--- src/rtl/mem_bus_pkg.sv ---
////////////////////////////////////////////////////////////////////////////
// Shared memory bus definitions
// Widths, command encoding and transaction tag of the tagged memory bus
// used by the instruction cache and the data port
////////////////////////////////////////////////////////////////////////////

package mem_bus_pkg;

  // Bus widths
  localparam int unsigned ADDR_BITS = 64;
  localparam int unsigned DATA_BITS = 64;  // One full line per transfer
  localparam int unsigned TAG_BITS  = 4;

  // Byte address on the bus
  typedef logic [ADDR_BITS-1:0] mem_addr_t;

  // One memory line
  typedef logic [DATA_BITS-1:0] mem_data_t;

  // Transaction tag
  // Zero in a response means the command was refused
  typedef logic [TAG_BITS-1:0] mem_tag_t;

  // Bus command
  typedef enum logic [1:0]
  {
    BUS_NONE  = 2'h0,
    BUS_LOAD  = 2'h1,  // Data returns later with the accepted tag
    BUS_STORE = 2'h2   // Done once accepted
  } bus_cmd_e;

endpackage

--- src/rtl/dmem_port.sv ---
////////////////////////////////////////////////////////////////////////////
// Data memory port
// Takes one load or store from the data side, holds it on the bus until
// accepted and reports completion with a one-cycle done pulse
////////////////////////////////////////////////////////////////////////////

`timescale 1ns/1ps

module dmem_port
(
  input  logic                   clock,
  input  logic                   reset,
  input  logic                   data_req,
  input  logic                   data_we,
  input  mem_bus_pkg::mem_addr_t data_addr,
  input  mem_bus_pkg::mem_data_t data_wdata,
  input  mem_bus_pkg::mem_tag_t  mem_response,
  input  mem_bus_pkg::mem_data_t mem_rdata,
  input  mem_bus_pkg::mem_tag_t  mem_rtag,
  output logic                   data_ready,
  output logic                   data_done,
  output mem_bus_pkg::mem_data_t data_rdata,
  output mem_bus_pkg::bus_cmd_e  dmem_command,
  output mem_bus_pkg::mem_addr_t dmem_addr,
  output mem_bus_pkg::mem_data_t dmem_wdata
);

  typedef enum logic [1:0]
  {
    DMEM_IDLE,
    DMEM_REQ,   // Command on the bus
    DMEM_WAIT   // Load accepted, waiting for tagged data
  } dmem_state_e;

  dmem_state_e            state;
  logic                   req_we;
  mem_bus_pkg::mem_addr_t req_addr;
  mem_bus_pkg::mem_data_t req_wdata;
  mem_bus_pkg::mem_tag_t  req_tag;
  logic                   accepted;
  logic                   reply;

  assign data_ready   = (state == DMEM_IDLE);
  assign dmem_command = (state != DMEM_REQ) ? mem_bus_pkg::BUS_NONE :
                        req_we ? mem_bus_pkg::BUS_STORE : mem_bus_pkg::BUS_LOAD;
  assign dmem_addr    = req_addr;
  assign dmem_wdata   = req_wdata;

  assign accepted = (state == DMEM_REQ) && (mem_response != '0);
  assign reply    = (state == DMEM_WAIT) && (mem_rtag == req_tag);

  always_ff @(posedge clock)
  begin
    if (reset)
    begin
      state     <= DMEM_IDLE;
      data_done <= 1'b0;
    end
    else
    begin
      data_done <= (accepted && req_we) || reply;  // Store ends on acceptance
      case (state)
        DMEM_IDLE: if (data_req) state <= DMEM_REQ;
        DMEM_REQ:  if (accepted) state <= req_we ? DMEM_IDLE : DMEM_WAIT;
        DMEM_WAIT: if (reply)    state <= DMEM_IDLE;
        default:   state <= DMEM_IDLE;
      endcase
    end
  end

  // Request and reply payload
  always_ff @(posedge clock)
  begin
    if (data_req && data_ready)
    begin
      req_we    <= data_we;
      req_addr  <= data_addr;
      req_wdata <= data_wdata;
    end
    if (accepted)
      req_tag <= mem_response;
    if (reply)
      data_rdata <= mem_rdata;
  end

endmodule

--- config.mk ---
export PLATFORM = sky130hd
export DESIGN_NAME = dmem_port
export DESIGN_NICKNAME = d
export VERILOG_FILES = /design/src/rtl/mem_bus_pkg.sv /design/src/rtl/dmem_port.sv
export SDC_FILE = /design/constraint.sdc
export NUM_CORES = 1
export LEC_CHECK = 0
export BUFFER_PORTS_ARGS = -buffer_cell sky130_fd_sc_hd__buf_4
export CORE_AREA = 2 2 155 157
export DETAILED_ROUTE_END_ITERATION = 12
export DIE_AREA = 0 0 157 159
export GPL_TIMING_DRIVEN = 0
export PLACE_DENSITY = 0.56
export SLEW_MARGIN = 0
export SYNTH_ARGS = -nofsm -noshare
export SYNTH_HDL_FRONTEND = slang
export SYNTH_SLANG_ARGS = --single-unit
--- constraint.sdc ---
create_clock -name clock -period 6.7 [get_ports clock]
set_clock_uncertainty 0.1 [all_clocks]
set_input_delay 1.34 -clock clock [delete_from_list [all_inputs] [get_ports clock]]
set_output_delay 1.34 -clock clock [all_outputs]
set_load 0.1 [all_outputs]
==> impl_metrics.py <==
metrics = {
    "drt": {
        "routed_wl_um": 16600,
        "drt-pass1-iter-count": 4,
        "drt_iter0_drc": 137,
        "drt.antenna.violating_nets": 0,
        "wl_per_cell_um": 17.0,
        "viasPerCell": 3.90,
        "num_vias": 3814,
        "drc": 0,
    },
    "setup_path": {
        "critPathRequiredTime_ns": 5.26,
        "crit_fanout": 4,
        "cp.arrival_ns": 1.37,
        "crit_type": "register to output port",
        "worst_setup_path_start_kind": "register",
        "endpoint_kind": "output port",
    },
    "synth": {
        "synthCells": 222,
        "synth.top_cells.by_area": "edfxtp_1 (96%), dfxtp_1 (0.98%), xnor2_1 (0.57%), nor3_1 (0.24%), nand2b_4 (0.22%)",
        "syn_area_per_cell_um2": 27.7,
        "ys_seq_elements": 200,
        "syn_area_um2": 6140,
        "ys.warnings.count": 0,
        "synth_top_area_share_pct": 96.3,
        "syn_nets": 426,
        "ys_seq_area_share_pct": 97.3,
        "synthDistinctLibCells": 17,
        "yosys.area.top_type": "edfxtp_1",
    },
    "sta": {
        "worst_slack_ns": 3.89,
        "tightest_slew_ns": 0.830,
        "rsz0062_at_grt": "false",
        "fmax_mhz": 356,
        "post-route-period-util_pct": 41.9,
        "finalSetupTns_ns": 0,
        "max-slew-margin-rel_pct": 44.6,
        "slew_violations": 0,
        "setup_viol": 0,
        "min_period_ns": 2.81,
        "hold_violations": 0,
    },
    "clocking": {
        "cts_buffer_depth": 2,
        "cts_tree": "yes",
        "cts_root_buf": "clkbuf_16",
        "ctsHoldBuffers": 0,
        "cts.htree.levels": 4,
        "cts_buffers": 17,
        "postCtsResizedCells": 0,
        "postCtsSetupBuffers": 0,
        "clk_pin_slew_ns": 0.08,
        "cts_sinks": 200,
        "clock_latency_ns": 0.42,
    },
    "pwr": {
        "power.leakage_nw": 4.18,
        "power.density_nw_per_um2": 302,
        "ir_worst_vdd_mv": 0.169,
    },
    "grt": {
        "met2_usage_pct": 22.4,
        "grt_util_all_layers_pct": 12.9,
        "grt_use_met3_pct": 6.21,
        "grt-busiest-layer": "met2",
        "grt_pass1_wl_um": 24100,
        "grt_start_max_net_pins": 72,
        "gr-total-overflow": 0,
        "grt_util_met1_pct": 14.0,
        "antenna_found_initial": 1,
        "grt_pass1_vias": 4283,
    },
    "final_layout": {
        "nNetsFinal": 850,
        "area_growth_pct": 66.3,
        "layout-drive-gt1-share_pct": 66.9,
        "fillers": 2066,
    },
    "placement": {
        "place_congestion": 0.733,
        "io_buffer_count": 399,
        "place_ws_ns": 3.49,
        "hpwlAfterDp_um": 13000,
    },
    "floorplan": {
        "die_w_um": 157,
        "die_area_um2": 25000,
        "ios": 400,
        "core_um2": 23200,
        "rows": 56,
        "die_y_um": 159,
        "start_util_pct": 26.5,
    },
    "status": {
        "status": "finished, final reports clean",
    },
    "min_path": {
        "hp-class": "register to register",
    },
    "flow_run": {
        "maxCapViolCount": 0,
    },
}
routing by layer:
metal / vias up / part of all wire (%)
met3: 11 / 12
met2: 244 / 51
met5: - / 0
met1: 1806 / 36
met4: 0 / 1.0
li1: 1753 / -
where the power goes:
group	internal, mW	switching, mW
clock	0.499	0.496
combinational	0.149	0.478
sequential	1.45	0.0178
per-stage QoR:
step	hold WS, ns	cell area [µm²]	std cells	power, mW	utilization (%)
after floorplan	0.344	6140	222	1.93	-
after global placement	0.367	9540	940	2.13	41.1
after detailed placement	0.384	9630	946	2.13	41.5
after CTS	0.406	10200	978	3.13	44.0
after global routing	0.450	10200	978	3.20	44.0
final	0.413	10200	979	3.09	44.0
layout make-up:
type,instances,area (µm²),share of cell area (%)
Buffer,1,11.3,0.110
Multi-Input combinational cell,20,160,1.57
Clock buffer,17,425,4.17
Clock inverter,15,153,1.49
Tap cell,319,399,3.91
Antenna cell,1,2.50,0.0245
Inverter,1,3.75,0.0368
Timing Repair Buffer,405,3080,30.2
Sequential cell,200,5980,58.5
path summary, 6_finish.rpt:
path / slack (ns) / cells after the start / startpoint / end
worst min register to register: 0.41 / 1 / state[1]$_SDFFE_PP0P_ / state[0]$_SDFFE_PP0P_
worst min-delay path: 0.41 / 1 / state[1]$_SDFFE_PP0P_ / state[0]$_SDFFE_PP0P_
worst max-delay path: 3.89 / 3 / state[1]$_SDFFE_PP0P_ / dmem_command[1]
worst max register to register: 4.53 / 4 / state[0]$_SDFFE_PP0P_ / dmem_addr[17]$_DFFE_PP_
cell usage after synthesis:
cell	n
a21o_1	1
dfxtp_1	3
a2111oi_0	1
nand4_1	1
o41ai_1	1
xnor2_1	4
buf_6	1
inv_1	1
or4b_1	1
edfxtp_1	197
mux2i_1	1
nor4_2	1
and2_1	1
nor2_1	3
nand2b_4	1
nor3_1	3
and3_2	1
critical path, cell delays in order (launching register included):
cell and delay, ns:
dfxtp_1 0.34, inv_1 0.12, and3_2 0.19, buf_4 0.29
state kept, by name (all words and copies together) (netlist names):
name	flops
state	2
dmem_wdata	64
req_we	1
req_tag	4
data_done	1
data_rdata	64
dmem_addr	64
logic make-up (layout without fill, tap and decap cells):
logic type / after synthesis / count (layout) / synth area share [%]
compound gates: 3 / 3 / 0.407
xor+xnor: 4 / 4 / 0.570
buf+inv: 2 / 439 / 0.244
flops: 200 / 200 / 97.3
mux: 1 / 1 / 0.163
other cells: 0 / 1 / 0
simple gates: 12 / 12 / 1.34
layout by cell type, fill, tap and decap left out, types with 2 or more instances in the layout:
cell type	count
buf_4	399
edfxtp_1	197
clkbuf_16	17
buf_6	5
inv_8	5
xnor2_1	4
nor2_1	3
clkinv_8	3
inv_6	3
dfxtp_1	3
nor3_1	2
clkinv_1	2
(Power assumes the default switching activity.)
