<file path="src/rtl/mem_bus_pkg.sv">
////////////////////////////////////////////////////////////////////////////
// Shared memory bus definitions
// Widths, command encoding and transaction tag of the tagged memory bus
// used by the instruction cache and the data port
////////////////////////////////////////////////////////////////////////////

package mem_bus_pkg;

  // Bus widths
  localparam int unsigned ADDR_BITS = 64;
  localparam int unsigned DATA_BITS = 64;  // One full line per transfer
  localparam int unsigned TAG_BITS  = 4;

  // Byte address on the bus
  typedef logic [ADDR_BITS-1:0] mem_addr_t;

  // One memory line
  typedef logic [DATA_BITS-1:0] mem_data_t;

  // Transaction tag
  // Zero in a response means the command was refused
  typedef logic [TAG_BITS-1:0] mem_tag_t;

  // Bus command
  typedef enum logic [1:0]
  {
    BUS_NONE  = 2'h0,
    BUS_LOAD  = 2'h1,  // Data returns later with the accepted tag
    BUS_STORE = 2'h2   // Done once accepted
  } bus_cmd_e;

endpackage

</file>
<file path="src/rtl/fetch_pkg.sv">
////////////////////////////////////////////////////////////////////////////
// Fetch definitions
// Program counter, instruction word, instruction cache geometry and the
// credit constants of the instruction output
////////////////////////////////////////////////////////////////////////////

package fetch_pkg;

  localparam int unsigned PC_BITS   = 64;
  localparam int unsigned INST_BITS = 32;

  typedef logic [PC_BITS-1:0]   pc_t;
  typedef logic [INST_BITS-1:0] inst_t;

  // Cache geometry
  localparam int unsigned CACHE_LINES      = 128;
  localparam int unsigned LINE_OFFSET_BITS = 3;  // 8 bytes per line
  localparam int unsigned INDEX_BITS       = $clog2(CACHE_LINES);
  localparam int unsigned TAG_LSB          = LINE_OFFSET_BITS + INDEX_BITS;

  typedef logic [INDEX_BITS-1:0]        cache_idx_t;
  typedef logic [PC_BITS-TAG_LSB-1:0]   cache_tag_t;  // 54 bits

  // Credits handed to fetch after reset
  localparam int unsigned FETCH_CREDITS = 4;

  typedef logic [2:0] credit_cnt_t;

  // Word held on the output at reset
  localparam inst_t NOOP_INST = 32'h47ff_041f;

  localparam pc_t RESET_PC = '0;

endpackage

</file>
<file path="src/rtl/fetch_unit.sv">
////////////////////////////////////////////////////////////////////////////
// Fetch unit
// Program counter, redirect, credit count and the registered instruction
// output. One instruction per cycle on a hit while a credit is free
////////////////////////////////////////////////////////////////////////////

`timescale 1ns/1ps

module fetch_unit
(
  input  logic                   clock,
  input  logic                   reset,
  input  logic                   hit,
  input  mem_bus_pkg::mem_data_t hit_line,
  input  logic                   credit_return,
  input  logic                   redirect,
  input  fetch_pkg::pc_t         redirect_pc,
  output fetch_pkg::pc_t         fetch_addr,
  output logic                   inst_valid,
  output fetch_pkg::inst_t       inst,
  output fetch_pkg::pc_t         inst_pc
);

  fetch_pkg::pc_t        pc;
  fetch_pkg::credit_cnt_t credits;   // Credit in use while inst_valid is high
  logic                  credit_free;
  logic                  fire;

  assign fetch_addr = pc;

  // Credit spent by the word now on the output is not free
  assign credit_free = (credits > fetch_pkg::credit_cnt_t'(inst_valid));
  assign fire        = hit && credit_free && !redirect;  // Redirect wins

  ////////////////////////////////////////////////////////////////////////////
  // Program counter and credits
  ////////////////////////////////////////////////////////////////////////////

  always_ff @(posedge clock)
  begin
    if (reset)
    begin
      pc         <= fetch_pkg::RESET_PC;
      credits    <= fetch_pkg::credit_cnt_t'(fetch_pkg::FETCH_CREDITS);
      inst_valid <= 1'b0;
    end
    else
    begin
      credits    <= credits - fetch_pkg::credit_cnt_t'(inst_valid)
                            + fetch_pkg::credit_cnt_t'(credit_return);
      inst_valid <= fire;
      if (redirect)
        pc <= redirect_pc;
      else if (fire)
        pc <= pc + fetch_pkg::pc_t'(4);
    end
  end

  ////////////////////////////////////////////////////////////////////////////
  // Output register
  ////////////////////////////////////////////////////////////////////////////

  always_ff @(posedge clock)
  begin
    if (reset)
    begin
      inst    <= fetch_pkg::NOOP_INST;
      inst_pc <= fetch_pkg::RESET_PC;
    end
    else if (fire)
    begin
      inst    <= pc[2] ? hit_line[63:32] : hit_line[31:0];  // Half by bit 2
      inst_pc <= pc;
    end
  end

endmodule

</file>
<file path="config.mk">
export PLATFORM = sky130hd
export DESIGN_NAME = fetch_unit
export DESIGN_NICKNAME = d
export VERILOG_FILES = /design/src/rtl/mem_bus_pkg.sv /design/src/rtl/fetch_pkg.sv /design/src/rtl/fetch_unit.sv
export SDC_FILE = /design/constraint.sdc
export NUM_CORES = 1
export LEC_CHECK = 0
export BUFFER_PORTS_ARGS = -buffer_cell sky130_fd_sc_hd__buf_4
export CORE_MARGIN = 4
export CORE_UTILIZATION = 45
export CTS_CLUSTER_DIAMETER = 50
export DETAILED_ROUTE_END_ITERATION = 8
export PLACE_DENSITY_LB_ADDON = 0.05
export SLEW_MARGIN = 20
export SYNTH_ARGS = -nofsm -noshare
export SYNTH_HDL_FRONTEND = slang
export SYNTH_SLANG_ARGS = --single-unit
</file>
<file path="constraint.sdc">
create_clock -name clock -period 3.2 [get_ports clock]
set_clock_uncertainty 0.15 [all_clocks]
set_input_delay 0.32 -clock clock [delete_from_list [all_inputs] [get_ports clock]]
set_output_delay 0.32 -clock clock [all_outputs]
set_load 0.01 [all_outputs]
</file>
==> flow_metrics.env <==
export IMPL_clk_pin_slew_worst_paths_ps=70
export IMPL_synth_top_family_by_area="simple AND/OR/NAND/NOR gates"
export IMPL_synth_top_area_frac=0.434
export IMPL_hold_viol_final=0
export IMPL_overflow=0
export IMPL_ys_top_cells_by_area="dfxtp_1, nand2_1, nor2_1"
export IMPL_maxSlewHeadroom=0.564
export IMPL_synth_compound_area_frac=0.177
export IMPL_min_path_type="input pin to flip-flop"
export IMPL_arrival_ps=2960
export IMPL_yosys_register_bits=164
export IMPL_synth_nets=1063
export IMPL_intPower_mw=4.14
export IMPL_reg2reg_from="fetch_addr[12]"
export IMPL_share_comb_of_total_power=0.185
export IMPL_core_um2=16500
export IMPL_place_hpwl_um=17600
export IMPL_rows=47
export IMPL_finish_utilization=0.644
export IMPL_hold_path_startpoint="redirect_pc[4]"
export IMPL_sequentialPowerShare=0.415
export IMPL_synth_edf_count=0
export IMPL_clk_latency_ps=420
export IMPL_final_setup_worst_slack_ps=415
export IMPL_drt_iter0_drc=381
export IMPL_yosys_area_top_type="dfxtp_1"
export IMPL_io_pin_count=294
export IMPL_avgSynthCellArea_um2=8.19
export IMPL_place_congestion=0.819
export IMPL_drive_gt1_frac=0.293
export IMPL_synthCells=925
export IMPL_layout_common_cells="buf_4, nand2_1, dfxtp_1, nor2_1, a21oi_1"
export IMPL_cts_sinks=164
export IMPL_seq_area_frac_synth=0.434
export IMPL_clock_power_share=0.400
export IMPL_maxCapViolations=0
export IMPL_power_switching_share=0.269
export IMPL_ys_warn_count=0
export IMPL_finalSetupViolations=0
export IMPL_grt_pass1_vias=7295
export IMPL_cts_made_buffers=17
export IMPL_critical_path_peak_fanout=8
export IMPL_wl_per_cell_um=17.3
export IMPL_grt_max_degree=115
export IMPL_detail_route_antenna_nets=0
export IMPL_max_freq_mhz=359
export IMPL_die_area_um2=19000
export IMPL_cts_buffer_depth=2
export IMPL_slew_viol_final=0
export IMPL_synthArstFlopShare=0
export IMPL_synth_area_mux_share=0.0449
export IMPL_place_port_buffers=293
export IMPL_track_usage=0.252
export IMPL_p_per_area_nw_per_um2=533
export IMPL_timing_final_crit_period_ps=2790
export IMPL_die_w_um=138
export IMPL_criticalPathCategory="flip-flop to flip-flop"
export IMPL_status="completed"
export IMPL_mostFrequentLayoutCell="buf_4"
export IMPL_vdd_ir_drop_max_uv=451
export IMPL_synth_xor_area_share=0.0312
export IMPL_leakagePower_nw=4.24
export IMPL_diodes=0
export IMPL_post_cts_buffers=0
export IMPL_p_switching_mw=1.53
export IMPL_nets=1319
export IMPL_fin_tns_setup_ps=0
export IMPL_ctsResizeCount=0
export IMPL_synthSimpleGateAreaFrac=0.258
export IMPL_initial_core_util=0.458
export IMPL_crit_required_ps=3380
export IMPL_yosys_cell_types_count=47
export IMPL_drcViolationCount=0
export IMPL_hold_buffers=3
export IMPL_cts_tree="yes"
export IMPL_dieHeight_um=138
export IMPL_ys_flop_type="dfxtp_1"
export IMPL_first_pass_iters=5
export IMPL_wl_um=24400
export IMPL_vias=7821
export IMPL_start_kind="flip-flop"
export IMPL_critPathCaptureType="flip-flop"
export IMPL_fillers=1467
export IMPL_grt_pass1_wl_um=37900
export IMPL_syn_to_final_growth_pct=40.4
export IMPL_max_slew_worst_pin_slew_ps=654
export IMPL_synthAdderAreaFrac=0.00925
export IMPL_cts_max_level=4
export IMPL_antenna_found_initial=0
export IMPL_netlist_area_um2=7570
export IMPL_worstSetupStartpoint="fetch_addr[12]"
export IMPL_rsz0062_at_grt="false"
export IMPL_vias_per_cell=5.54
export IMPL_cts_root_buf="clkbuf_16"
export IMPL_post_route_period_util=0.870
export IMPL_dp_slack_ps=433
[layer usage]
layer | part of all wire | vias up | wire, um | track usage
met5 | 0 | - | 0 | 0
met4 | 0.017 | 0 | 409 | 0.0779
met3 | 0.077 | 28 | 1880 | 0.0679
met2 | 0.50 | 272 | 12300 | 0.432
met1 | 0.40 | 3705 | 9810 | 0.307
li1 | - | 3816 | - | -
[final cells by class]
type | instances | area (um2) | share of cell area
Tap cell | 220 | 275 | 0.0259
Multi-Input combinational cell | 671 | 3960 | 0.372
Timing Repair Buffer | 312 | 2400 | 0.226
Clock buffer | 20 | 457 | 0.0429
Sequential cell | 164 | 3280 | 0.309
Inverter | 15 | 57.6 | 0.00541
Clock inverter | 11 | 199 | 0.0187
[logic make-up (layout without fill, tap and decap cells)]
| family | count (synthesis) | after routing |
|---|---|---|
| mux | 34 | 34 |
| simple gates | 410 | 410 |
| flops | 164 | 164 |
| compound gates | 195 | 195 |
| fa+ha+maj | 5 | 5 |
| xor+xnor | 27 | 27 |
| buf+inv | 90 | 358 |
[sequential cells by signal, indices dropped and copies added, names as in the netlist]
signal,cells
fetch_addr,64
credits,3
inst,32
inst_valid,1
inst_pc,64
[critical path, cell delays in order, from the launching register on]
cell and delay, ps:
dfxtp_1 420, and3_1 330, nand2_1 250, or4_1 730
or4_1 550, a311oi_1 250
[power groups by stage]
stage	registers, mW	logic, mW	clock network, mW
detailed placement	2.39	1.06	0
global route	2.37	1.15	2.40
finish	2.35	1.05	2.27
floorplan	2.43	0.483	0
CTS	2.35	1.06	2.31
global placement	2.39	1.05	0
[per-stage QoR]
step	power, mW	hold slack [ps]	area, um2	std cells
final	5.67	21.0	10600	1413
after global placement	3.44	293	9950	1379
after floorplan	2.91	315	7570	925
after global routing	5.92	15.0	10600	1413
after CTS	5.72	10.0	10600	1413
after detailed placement	3.45	297	9950	1379
[synthesized netlist by cell type (all sizes together) (2+ instances only)]
cell,instances
a2111oi,3
a211o,19
a211oi,39
a21oi,68
a311oi,30
and2,7
and3,12
and4,12
buf,11
clkbuf,64
dfxtp,164
ha,4
inv,14
mux2i,34
nand2,168
nand2b,2
nand3,20
nand4,20
nor2,97
nor2b,5
nor3,12
nor4,12
o21ai,13
o31a,4
o31ai,14
or2,2
or3,16
or3b,2
or4,20
xnor2,21
xor2,6
[worst paths after layout]
check / slack (ps) / cells after the start / end
worst min register to register: 300 / 2 / inst_pc[49]
worst min-delay path: 20 / 3 / fetch_addr[4]
worst max-delay path: 410 / 5 / fetch_addr[46]
worst max register to register: 410 / 5 / fetch_addr[46]
Note: power is estimated with default switching activity, not from simulation.
