## src/rtl/mem_bus_pkg.sv

```systemverilog
////////////////////////////////////////////////////////////////////////////
// Shared memory bus definitions
// Widths, command encoding and transaction tag of the tagged memory bus
// used by the instruction cache and the data port
////////////////////////////////////////////////////////////////////////////

package mem_bus_pkg;

  // Bus widths
  localparam int unsigned ADDR_BITS = 64;
  localparam int unsigned DATA_BITS = 64;  // One full line per transfer
  localparam int unsigned TAG_BITS  = 4;

  // Byte address on the bus
  typedef logic [ADDR_BITS-1:0] mem_addr_t;

  // One memory line
  typedef logic [DATA_BITS-1:0] mem_data_t;

  // Transaction tag
  // Zero in a response means the command was refused
  typedef logic [TAG_BITS-1:0] mem_tag_t;

  // Bus command
  typedef enum logic [1:0]
  {
    BUS_NONE  = 2'h0,
    BUS_LOAD  = 2'h1,  // Data returns later with the accepted tag
    BUS_STORE = 2'h2   // Done once accepted
  } bus_cmd_e;

endpackage

```

## src/rtl/fetch_pkg.sv

```systemverilog
////////////////////////////////////////////////////////////////////////////
// Fetch definitions
// Program counter, instruction word, instruction cache geometry and the
// credit constants of the instruction output
////////////////////////////////////////////////////////////////////////////

package fetch_pkg;

  localparam int unsigned PC_BITS   = 64;
  localparam int unsigned INST_BITS = 32;

  typedef logic [PC_BITS-1:0]   pc_t;
  typedef logic [INST_BITS-1:0] inst_t;

  // Cache geometry
  localparam int unsigned CACHE_LINES      = 128;
  localparam int unsigned LINE_OFFSET_BITS = 3;  // 8 bytes per line
  localparam int unsigned INDEX_BITS       = $clog2(CACHE_LINES);
  localparam int unsigned TAG_LSB          = LINE_OFFSET_BITS + INDEX_BITS;

  typedef logic [INDEX_BITS-1:0]        cache_idx_t;
  typedef logic [PC_BITS-TAG_LSB-1:0]   cache_tag_t;  // 54 bits

  // Credits handed to fetch after reset
  localparam int unsigned FETCH_CREDITS = 4;

  typedef logic [2:0] credit_cnt_t;

  // Word held on the output at reset
  localparam inst_t NOOP_INST = 32'h47ff_041f;

  localparam pc_t RESET_PC = '0;

endpackage

```

## src/rtl/icache_ctrl.sv

```systemverilog
////////////////////////////////////////////////////////////////////////////
// Instruction cache controller
// Splits the fetch address, reports hits, requests missing lines on the
// memory bus and writes the line back when the tagged reply arrives.
// One miss is outstanding at a time
////////////////////////////////////////////////////////////////////////////

`timescale 1ns/1ps

module icache_ctrl
(
  input  logic                   clock,
  input  logic                   reset,
  input  fetch_pkg::pc_t         fetch_addr,
  input  mem_bus_pkg::mem_data_t line_data,
  input  logic                   line_valid,
  input  mem_bus_pkg::mem_tag_t  mem_response,
  input  mem_bus_pkg::mem_data_t mem_rdata,
  input  mem_bus_pkg::mem_tag_t  mem_rtag,
  output fetch_pkg::cache_idx_t  rd_idx,
  output fetch_pkg::cache_tag_t  rd_tag,
  output logic                   fill_en,
  output fetch_pkg::cache_idx_t  fill_idx,
  output fetch_pkg::cache_tag_t  fill_tag,
  output mem_bus_pkg::mem_data_t fill_data,
  output mem_bus_pkg::bus_cmd_e  icache_command,
  output mem_bus_pkg::mem_addr_t icache_addr,
  output logic                   hit,
  output mem_bus_pkg::mem_data_t hit_line
);

  logic                   active;        // Out of reset for a cycle
  logic                   miss_pending;  // Line load accepted, data not back
  mem_bus_pkg::mem_tag_t  pend_tag;
  fetch_pkg::cache_idx_t  pend_idx;
  fetch_pkg::cache_tag_t  pend_ctag;
  logic                   req_held;      // Last request was refused
  mem_bus_pkg::mem_addr_t held_addr;
  mem_bus_pkg::mem_addr_t line_addr;
  logic                   req_accepted;

  // Address split for lookup
  assign rd_idx = fetch_addr[fetch_pkg::LINE_OFFSET_BITS +: fetch_pkg::INDEX_BITS];
  assign rd_tag = fetch_addr[fetch_pkg::PC_BITS-1:fetch_pkg::TAG_LSB];

  assign hit      = line_valid;
  assign hit_line = line_data;

  ////////////////////////////////////////////////////////////////////////////
  // Miss request
  ////////////////////////////////////////////////////////////////////////////

  // Line-aligned address of the current fetch
  assign line_addr = {fetch_addr[fetch_pkg::PC_BITS-1:fetch_pkg::LINE_OFFSET_BITS],
                      {fetch_pkg::LINE_OFFSET_BITS{1'b0}}};

  // Bus stays idle in reset and the cycle after
  // A refused request is repeated unchanged, even across a redirect
  assign icache_command = (active && !miss_pending && (req_held || !line_valid)) ?
                          mem_bus_pkg::BUS_LOAD : mem_bus_pkg::BUS_NONE;
  assign icache_addr    = req_held ? held_addr : line_addr;
  assign req_accepted   = (icache_command == mem_bus_pkg::BUS_LOAD) && (mem_response != '0);

  ////////////////////////////////////////////////////////////////////////////
  // Fill
  ////////////////////////////////////////////////////////////////////////////

  // Matching reply fills its own line, whatever fetch does now
  assign fill_en   = miss_pending && (mem_rtag == pend_tag);
  assign fill_idx  = pend_idx;
  assign fill_tag  = pend_ctag;
  assign fill_data = mem_rdata;

  always_ff @(posedge clock)
  begin
    if (reset)
    begin
      active       <= 1'b0;
      miss_pending <= 1'b0;
      req_held     <= 1'b0;
    end
    else
    begin
      active <= 1'b1;
      if (req_accepted)
        miss_pending <= 1'b1;
      else if (fill_en)
        miss_pending <= 1'b0;
      req_held <= (icache_command == mem_bus_pkg::BUS_LOAD) && !req_accepted;
    end
  end

  // Request bookkeeping
  always_ff @(posedge clock)
  begin
    if (req_accepted)
    begin
      pend_tag  <= mem_response;  // Tag named by the bus
      pend_idx  <= icache_addr[fetch_pkg::LINE_OFFSET_BITS +: fetch_pkg::INDEX_BITS];
      pend_ctag <= icache_addr[mem_bus_pkg::ADDR_BITS-1:fetch_pkg::TAG_LSB];
    end
    if ((icache_command == mem_bus_pkg::BUS_LOAD) && !req_accepted)
      held_addr <= icache_addr;
  end

endmodule

```

## config.mk

```make
export PLATFORM = sky130hd
export DESIGN_NAME = icache_ctrl
export DESIGN_NICKNAME = d
export VERILOG_FILES = /design/src/rtl/mem_bus_pkg.sv /design/src/rtl/fetch_pkg.sv /design/src/rtl/icache_ctrl.sv
export SDC_FILE = /design/constraint.sdc
export NUM_CORES = 1
export LEC_CHECK = 0
export BUFFER_PORTS_ARGS = -buffer_cell sky130_fd_sc_hd__buf_2
export CAP_MARGIN = 20
export CORE_AREA = 2 2 205 207
export CTS_CLUSTER_SIZE = 24
export DETAILED_ROUTE_END_ITERATION = 10
export DIE_AREA = 0 0 207 209
export GPL_TIMING_DRIVEN = 0
export PLACE_DENSITY = 0.43
export SYNTH_ARGS = -nofsm -noshare
export SYNTH_HDL_FRONTEND = slang
export SYNTH_SLANG_ARGS = --single-unit
```

## constraint.sdc

```tcl
create_clock -name clock -period 7.1 [get_ports clock]
set_input_delay 0.71 -clock clock [delete_from_list [all_inputs] [get_ports clock]]
set_output_delay 0.71 -clock clock [all_outputs]
set_load 0.05 [all_outputs]
```

==> out/results.txt <==
Critical path class = reg2out
Share of synthesized area spent on multiplexers = 11.0%
Initial antenna violation count = 0
Pwr dens = 249 mW/mm^2
Layout cells sized above 1 = 81.9%
Maximum VDD drop = 152 uV
Setup WS pre-CTS = 4.52 ns
Crit-path most repeated cell = buf_6
Post-synth EDFFs = 129
Detailed placement HPWL = 14600 um
Flops & latches, synth = 132
GPL Wtd Cong = 0.711
Post-synthesis compound-gate area fraction = 0.140%
Adder-cell share of the synthesized area = 0%
Post-synth ARST share = 0%
Largest net degree at the start of global routing = 27
Static Leak = 0.00430 uW
Slowest stage delay, CP = 0.39 ns
Area Overhead vs Synth = 52.9%
Fin area = 0.00959 sq mm
Post-synthesis xor/xnor area fraction = 0.559%
Final Max Slew Viols = 0
DP Area = 0.00898 sq mm
Crit path from = req_held$_SDFF_PP0_
Clock transition at path regs = 0.06 ns
Number of global-route vias before repair = 4143
Max Freq = 399 MHz
Sequential cell area fraction in the yosys report = 62.7%
Detailed-route DRC error count = 0
Critical path arrival = 1.79 ns
1st-iter DRT viols = 127
Die Wd = 207 um
Worst Clk Skew = 0.0101 ns
Worst r2r src = req_held$_SDFF_PP0_
Setup TNS Final = 0 ns
Vias per Instance = 3.22
Clock Tree Root = clkbuf_16
First-pass GRT wire length = 25900 um
Worst hold start = reset
Die Ht = 209 um
Worst-skew pair later-pin latency = 0.43 ns
Post-cts sizing count = 0
Final Hold Fails = 0
1st-pass router iterations = 4
Clk sink count = 132
Tmin final = 2.50 ns
Syn Inst Count = 412
Number of nets in the layout = 1026
CTS Buf Count = 17
RSZ-0062 raised after global routing = false
Status = completed
Top_reg_cell synth = edfxtp_1
Final setup margin = 4.60 ns
Max stage delay cell, worst path = mux2_2
Critical Path Fanout Max = 10
Synthesized cell area = 0.00627 sq mm
Final period util = 35.3%
CP Capture Type = output port
Port Buf Inserts = 388
Ant. Diodes = 0
Maxcap violations = 0
Post-Synth Simple-Gate Area = 1.34%
Fillers = 4411
Die ar. = 0.0433 sq mm
Commonest non-fill, non-tap cell in the layout = buf_2
Final setup vio count = 0
HP Class = in2reg
Num ports = 521
Avg Cell Area, Syn = 15.2 sq um
Most frequent cells in the layout = buf_2, buf_4, edfxtp_1
Vias post-DR = 4422
Top area cells in the synthesized netlist = edfxtp_1, buf_4, mux2_2, buf_6, dfxtp_1
H-tree levels = 4
Slew @ Worst Pin = 0.758 ns
GRT Util Overall = 8.21%
Worst EP required = 6.39 ns
Count of different cell masters after synthesis = 17
ANT nets after route = 0
Starting density of the core = 15.2%
Core area = 0.0413 sq mm
Cell Rows = 75
Main combinational cell family by area after synthesis = buffers and inverters
CTS tree = yes
Critical Path Start Type = register
WL/cell = 13.4 um
Setup bufs post-CTS = 0
Largest area contributor in the netlist = edfxtp_1
GRT overflow = 0
Syn. warnings = 0
Syn Nets = 615
Routed WL = 18500 um
Max_slew headroom = 49.4%
Worst path cell trace = buf_6 -> buf_6 -> mux2_2 -> buf_2
Clock Path Buffers = 2
Post-synth top area share = 61.8%
CTS Hold Bufs = 0
[metal layers]
layer	global-route usage [%]	vias up	wire length (um)	part of all wire (%)
li1	-	2080	-	-
met1	8.70	2088	6930	38
met2	14.3	241	9760	53
met3	3.52	13	1580	8.5
met4	3.40	0	201	1.1
met5	0	-	0	0
[power breakdown]
part / switching (uW) / internal (uW)
sequential: 4.43 / 881
clock: 363 / 557
combinational: 422 / 160
[flip-flops by register name, indices dropped and copies added, names as in the netlist]
| register | count |
|---|---|
| pend_tag | 4 |
| fill_tag | 54 |
| req_held | 1 |
| held_addr | 64 |
| fill_idx | 7 |
| active | 1 |
| miss_pending | 1 |
[worst max-delay path: cells and delay by family (launching register included)]
family,cells,cell delay [ns]
buf+inv,3,0.64
mux,1,0.39
flops,1,0.33
[metrics by stage]
stage / total power, uW / hold WS, ns / cells / util (%)
floorplan: 1360 / 0.444 / 412 / -
global placement: 1490 / 0.470 / 1339 / 21.5
detailed placement: 1490 / 0.485 / 1343 / 21.8
CTS: 2440 / 0.426 / 1375 / 23.2
global route: 2490 / 0.440 / 1375 / 23.2
finish: 2390 / 0.477 / 1375 / 23.2
[path summary, 6_finish.rpt]
check / end / slack, ns / cells past startpoint
worst min register to register: miss_pending$_SDFFE_PP0P_ / 0.49 / 2
worst max-delay path: icache_addr[7] / 4.60 / 4
worst max register to register: fill_tag[11]$_DFFE_PP_ / 5.07 / 4
worst min-delay path: req_held$_SDFF_PP0_ / 0.48 / 2
[synth_stat cells, types with 2 or more instances]
master / count
edfxtp_1: 129
nor4_1: 2
inv_1: 2
and2_1: 4
buf_6: 7
dfxtp_1: 3
buf_4: 191
mux2_2: 61
nor2_1: 2
xor2_1: 4
[kinds of logic after synthesis]
family	Yosys count
other	1
AO/OA/AOI/OAI	1
buffers and inverters	200
AND/OR/NAND/NOR	13
multiplexers	61
XOR/XNOR	4
flip-flops	132
[layout make-up]
class,instances,area [sq um],area share [%]
timing repair buffer,392,2020,21.1
sequential,132,3930,41.0
tap,539,674,7.03
buffer,198,1510,15.8
inverter,2,7.51,0.0783
multi-input combinational,80,833,8.69
clock inverter,14,176,1.84
clock buffer,18,429,4.48
Power figures use the tool's default switching activity.
