`src/rtl/mem_bus_pkg.sv`:
```
////////////////////////////////////////////////////////////////////////////
// Shared memory bus definitions
// Widths, command encoding and transaction tag of the tagged memory bus
// used by the instruction cache and the data port
////////////////////////////////////////////////////////////////////////////

package mem_bus_pkg;

  // Bus widths
  localparam int unsigned ADDR_BITS = 64;
  localparam int unsigned DATA_BITS = 64;  // One full line per transfer
  localparam int unsigned TAG_BITS  = 4;

  // Byte address on the bus
  typedef logic [ADDR_BITS-1:0] mem_addr_t;

  // One memory line
  typedef logic [DATA_BITS-1:0] mem_data_t;

  // Transaction tag
  // Zero in a response means the command was refused
  typedef logic [TAG_BITS-1:0] mem_tag_t;

  // Bus command
  typedef enum logic [1:0]
  {
    BUS_NONE  = 2'h0,
    BUS_LOAD  = 2'h1,  // Data returns later with the accepted tag
    BUS_STORE = 2'h2   // Done once accepted
  } bus_cmd_e;

endpackage

```
`src/rtl/mem_arbiter.sv`:
```
////////////////////////////////////////////////////////////////////////////
// Memory bus arbiter
// Combinational owner select between data port and instruction cache,
// with priority to the data side. Acceptance goes only to the owner
////////////////////////////////////////////////////////////////////////////

`timescale 1ns/1ps

module mem_arbiter
(
  input  mem_bus_pkg::bus_cmd_e  dmem_command,
  input  mem_bus_pkg::mem_addr_t dmem_addr,
  input  mem_bus_pkg::mem_data_t dmem_wdata,
  input  mem_bus_pkg::bus_cmd_e  icache_command,
  input  mem_bus_pkg::mem_addr_t icache_addr,
  input  mem_bus_pkg::mem_tag_t  mem_response,
  output mem_bus_pkg::bus_cmd_e  mem_command,
  output mem_bus_pkg::mem_addr_t mem_addr,
  output mem_bus_pkg::mem_data_t mem_wdata,
  output mem_bus_pkg::mem_tag_t  dmem_response,
  output mem_bus_pkg::mem_tag_t  icache_response
);

  logic dmem_owns;

  // Data side wins whenever it presents a command
  assign dmem_owns = (dmem_command != mem_bus_pkg::BUS_NONE);

  ////////////////////////////////////////////////////////////////////////////
  // Request mux
  ////////////////////////////////////////////////////////////////////////////

  assign mem_command = dmem_owns ? dmem_command : icache_command;
  assign mem_addr    = dmem_owns ? dmem_addr    : icache_addr;
  assign mem_wdata   = dmem_owns ? dmem_wdata   : '0;  // Cache only loads

  ////////////////////////////////////////////////////////////////////////////
  // Response steering
  ////////////////////////////////////////////////////////////////////////////

  // Loser sees zero and repeats next cycle
  assign dmem_response   = dmem_owns ? mem_response : '0;
  assign icache_response = dmem_owns ? '0 : mem_response;

endmodule

```
`config.mk`:
```
export PLATFORM = sky130hd
export DESIGN_NAME = mem_arbiter
export DESIGN_NICKNAME = d
export VERILOG_FILES = /design/src/rtl/mem_bus_pkg.sv /design/src/rtl/mem_arbiter.sv
export SDC_FILE = /design/constraint.sdc
export NUM_CORES = 1
export LEC_CHECK = 0
export BUFFER_PORTS_ARGS = -buffer_cell sky130_fd_sc_hd__buf_2
export CAP_MARGIN = 25
export CORE_AREA = 2 2 132 134
export DETAILED_ROUTE_END_ITERATION = 6
export DIE_AREA = 0 0 134 136
export PLACE_DENSITY_LB_ADDON = 0.1
export SLEW_MARGIN = 20
export SYNTH_ARGS = -nofsm -noshare
export SYNTH_HDL_FRONTEND = slang
export SYNTH_SLANG_ARGS = --single-unit
```
`constraint.sdc`:
```
create_clock -name vclk -period 0.8
set_input_delay 0.04 -clock vclk [all_inputs]
set_output_delay 0.04 -clock vclk [all_outputs]
set_load 0.02 [all_outputs]
```
==> impl_metrics.toml, run 1 <==
[power]
totalPowerFinal_mw = 2.60
ir_drop_mv = 0.281
power_density_nw_per_um2 = 677
p_leak_nw = 2.14

[finish]
drive_gt1_frac = 0.854
regArea_um2 = 0
final_cells = 731
nClkBuffers = 0
nets = 708
final_common_cell = "buf_2"
area_delta_synth_final_pct = 190
flops_and_latches = 0
mostFrequentLayoutCells = "310 x buf_2, 68 x nor2b_1, 48 x mux2_2, 23 x buf_6, 16 x mux2_4"
antenna_cells = 0

[synthesis]
synth.cell_area_um2 = 1330
synth-simple-area-share = 0.354
synth.area.mux_share = 0.543
synth_top_family_by_area = "multiplexers"
synth_nets = 355
yosys.area_share.xor_xnor = 0
yosysWarnings = 0
synthAdderAreaFrac = 0
synth_compound_area_frac = 0.00943
yosysUniqueCellTypes = 10
ys_seq_area_frac = 0
avgSynthCellArea_um2 = 8.56
syn_inst = 155

[drt]
ant_nets = 0
first_pass_iters = 4
routed_wl_mm = 9.10
initialDrtViolationCount = 22
via_per_inst = 3.44
drc = 0
wl_per_cell_um = 12.4
vias = 2511

[sta]
setup_viol = 136
fmax_ghz = 0.889
whs_ns = 0.393
timing.final.ws_setup_ns = -0.325
relSlewSlack = 0.893
fin_crit_sh = 1.41
tightestPinTransition_ns = 0.159
slew_violations = 0
rsz0062_at_grt = "yes"
finalHoldViolCount = 0
min_period_ns = 1.13

[grt]
grt_first_pass_wirelength_mm = 11.4
grt_overflow = 0
antenna_found_initial = 0
grt.total_usage = 0.0765
grt_max_degree = 30
grt_pass1_vias = 2354

[worst_setup_path]
worstPathArrival_ns = 1.09
critPathMaxStageDelay_ns = 0.33
worstPathMaxFanout = 5
critPathLaunchType = "primary input"
cpMaxStageDelayCell = "mux2_2"
crit_type = "in2out"
cp.required_ns = 0.76
worst_setup_path_end_kind = "primary output"
cp_cell_sequence = "buf_8 -> nor2_8 -> buf_6 -> clkbuf_16 -> mux2_2 -> buf_2"

[floorplan]
fp.dieH_um = 136
row_count = 48
initial_core_util = 0.0787
ios = 338
die_w_um = 134
core_um2 = 16900
die_area_um2 = 18200

[place]
dp_hpwl_mm = 7.07
place_congestion = 0.815
io_buffers = 338
dp.cells = 715

[outcome]
status = "finished with violations"
failed_checks = "negative setup slack"

[clock_tree]
hold_buffers = 0

[job]
max_cap_viol_count = 0

[min_path]
hold_path.class = "in2out"
[power by group]
part	switching (mW)	leakage, nW	internal [mW]
clock	0	0	0
combinational	1.27	2.14	1.34
sequential	0	0	0
total	1.27	2.14	1.34
[cell usage after synthesis]
cell type | number | area (um^2)
nor2_8 | 1 | 20.0
buf_4 | 1 | 7.51
mux2_2 | 64 | 721
nor2b_1 | 68 | 425
buf_6 | 7 | 78.8
and2_1 | 4 | 25.0
o21ai_0 | 1 | 5.00
buf_2 | 6 | 30.0
inv_1 | 2 | 7.51
a21o_1 | 1 | 7.51
[area by class of cell]
class	count	area (um^2)
repair buffers	365	2290
fillers	1902	13000
well taps	225	282
inverters	2	7.51
multi-input cells	139	1270
[final timing paths]
| path | start | to | slack, ns | cells after the start |
|---|---|---|---|---|
| worst max-delay path | dmem_command[1] | mem_addr[55] | -0.33 | 6 |
| worst min-delay path | dmem_addr[24] | mem_addr[24] | 0.39 | 3 |
[per-layer routing]
layer	global-route usage	routed length, um
met1	0.0687	3100
met2	0.176	4970
met3	0.0142	978
met4	0.00591	48
met5	0	0
[per-stage QoR]
stage	setup TNS, ns	utilization	setup WS [ns]	instance area (um^2)
finish	-32.09	0.228	-0.325	3850
global placement	-37.29	0.195	-0.386	3290
detailed placement	-37.04	0.195	-0.380	3290
CTS	-31.78	0.211	-0.377	3570
global route	-39.00	0.228	-0.377	3850
floorplan	0	-	0.00412	1330
[cell families (layout without fill, tap and decap cells)]
group                  after synthesis  after routing
AOI/OAI and AO/OA                    2              2
buffers and inverters               16            367
muxes                               64             64
and+or+nand+nor                     73             73
[critical path: cells and delay by family]
| family | cells | cell delay [ns] |
|---|---|---|
| buffers and inverters | 4 | 0.57 |
| and+or+nand+nor | 1 | 0.13 |
| muxes | 1 | 0.33 |
[repair_timing]
item	CTS	global route
gates resized for setup	44	41
gates cloned	4	6
setup buffers	3	4
pin swaps	2	0
setup endpoints to repair	136	136
(Power assumes the default switching activity.)
==> run 2, diff against run 1 <==
PLACE_DENSITY_LB_ADDON = 0.05   (was 0.1)
==> run 2 against run 1 <==
Effect of this change:
- the flow still finishes with violations (negative setup slack)
- hold slack better by 0.0013 ns
- maximum frequency is 2.1% higher
- critical path depth is 1 lower
- non-clock buffer count is 4 lower
- first-iteration DRC count stayed put
- cell count is 0.55% lower
- die area stayed put
- sequential cell count stayed put
- setup slack better by 0.023 ns
- sequential share of layout area stayed put
- routed wire length is 1.4% higher
- total power is 2.5% higher
- critical endpoint is now mem_addr[2]
==> impl_metrics.toml, run 2 (synthesized netlist as in run 1, its figures left out) <==
[worst_setup_path]
crit_family = "buffers and inverters"
cp_cell_sequence = "buf_8 -> nor2_8 -> buf_12 -> mux2_2 -> buf_2"
critical_path_buf_inv_count = 3
critPathMaxStageDelay_ns = 0.36
cp_num_cells = 5
critPathLaunchType = "primary input"
worstSetupStartpoint = "dmem_command[1]"
setup.worst_path.end = "mem_addr[2]"
cpMaxStageDelayCell = "mux2_2"
worstPathMaxFanout = 35
worst_setup_path_end_kind = "primary output"
cp.required_ns = 0.76
crit_type = "in2out"
worstPathArrival_ns = 1.06

[finish]
area_delta_synth_final_pct = 196
nClkBuffers = 0
nets = 704
flops_and_latches = 0
multi_input_area_um2 = 1360
drive_gt1_frac = 0.884
mostFrequentLayoutCells = "287 x buf_2, 57 x mux2_2, 50 x nor2b_1, 30 x buf_6, 29 x buf_4"
regArea_um2 = 0
final_util = 0.233
final_common_cell = "buf_2"
antenna_cells = 0
nFillCells = 1868

[grt]
grt_pass1_vias = 2358
grt.total_usage = 0.0840
antenna_found_initial = 0
grt_first_pass_wirelength_mm = 12.3
grt_overflow = 0
grt_max_degree = 36

[floorplan]
row_count = 48
initial_core_util = 0.0787
die_w_um = 134
ios = 338
fp.dieH_um = 136
core_um2 = 16900
die_area_um2 = 18200

[job]
max_cap_viol_count = 0

[outcome]
status = "finished with violations"
failed_checks = "negative setup slack"

[sta]
fmax_ghz = 0.907
slew_violations = 0
setup_viol = 136
rsz0062_at_grt = "yes"
relSlewSlack = 0.867
final.setup.tns_ns = -29.20
tightestPinTransition_ns = 0.199
min_period_ns = 1.10
finalHoldViolCount = 0
timing.final.ws_setup_ns = -0.302
fin_crit_sh = 1.38

[min_path]
worstHoldStart = "dmem_wdata[32]"
hold_path.class = "in2out"

[drt]
first_pass_iters = 4
wl_per_cell_um = 12.7
via_per_inst = 3.42
initialDrtViolationCount = 22
ant_nets = 0
routed_wl_mm = 9.23
vias = 2484
drc = 0

[power]
power_density_nw_per_um2 = 679
p_leak_nw = 2.17
ir_drop_mv = 0.213
totalPowerFinal_mw = 2.67

[place]
io_buffers = 338
place_congestion = 0.746
dp_hpwl_mm = 8.02
run 2: repair_timing:
action,4_1_cts,5_1_grt
resized for setup,51,86
gates cloned,4,0
setup buffers,5,5
setup endpoints to repair,136,136
hold buffers,0,0
run 2: per-layer routing:
| layer | GRT usage | vias to the layer above | wire, um |
|---|---|---|---|
| met5 | 0 | - | 0 |
| met4 | 0.00946 | 0 | 118 |
| met3 | 0.0283 | 8 | 1230 |
| met2 | 0.181 | 201 | 5150 |
| met1 | 0.0759 | 1062 | 2730 |
| li1 | - | 1213 | - |
run 2: metrics by stage:
stage               worst slack, ns  cell area [um^2]  hold slack (ns)  instances
CTS                          -0.316              3650            0.405        725
finish                       -0.302              3930            0.394        727
global route                 -0.357              3930            0.402        727
global placement             -0.350              3310            0.417        717
detailed placement           -0.351              3310            0.412        717
floorplan                   0.00412              1330            0.241        155
run 2: layout make-up:
cell class,count,share of cell area
Multi-Input combinational cell,139,0.346
Tap cell,225,0.0716
Inverter,2,0.00191
Timing Repair Buffer,361,0.581
run 2: worst min-delay path by stage:
stage / slack, ns / cells after the start / end
after floorplan: 0.24 / 1 / mem_command[0]
after global placement: 0.42 / 3 / mem_wdata[59]
after detailed placement: 0.41 / 3 / mem_wdata[45]
after CTS: 0.41 / 3 / mem_wdata[47]
after global routing: 0.40 / 3 / mem_addr[4]
final: 0.39 / 3 / mem_wdata[32]
run 2: worst min-delay path: stages:
cell	delay, ns
buf_2	0.07
nor2b_4	0.12
buf_6	0.12
run 2: report_power, final:
part / internal (mW) / switching [mW]
combinational: 1.39 / 1.28
sequential: 0 / 0
clock: 0 / 0
total: 1.39 / 1.28
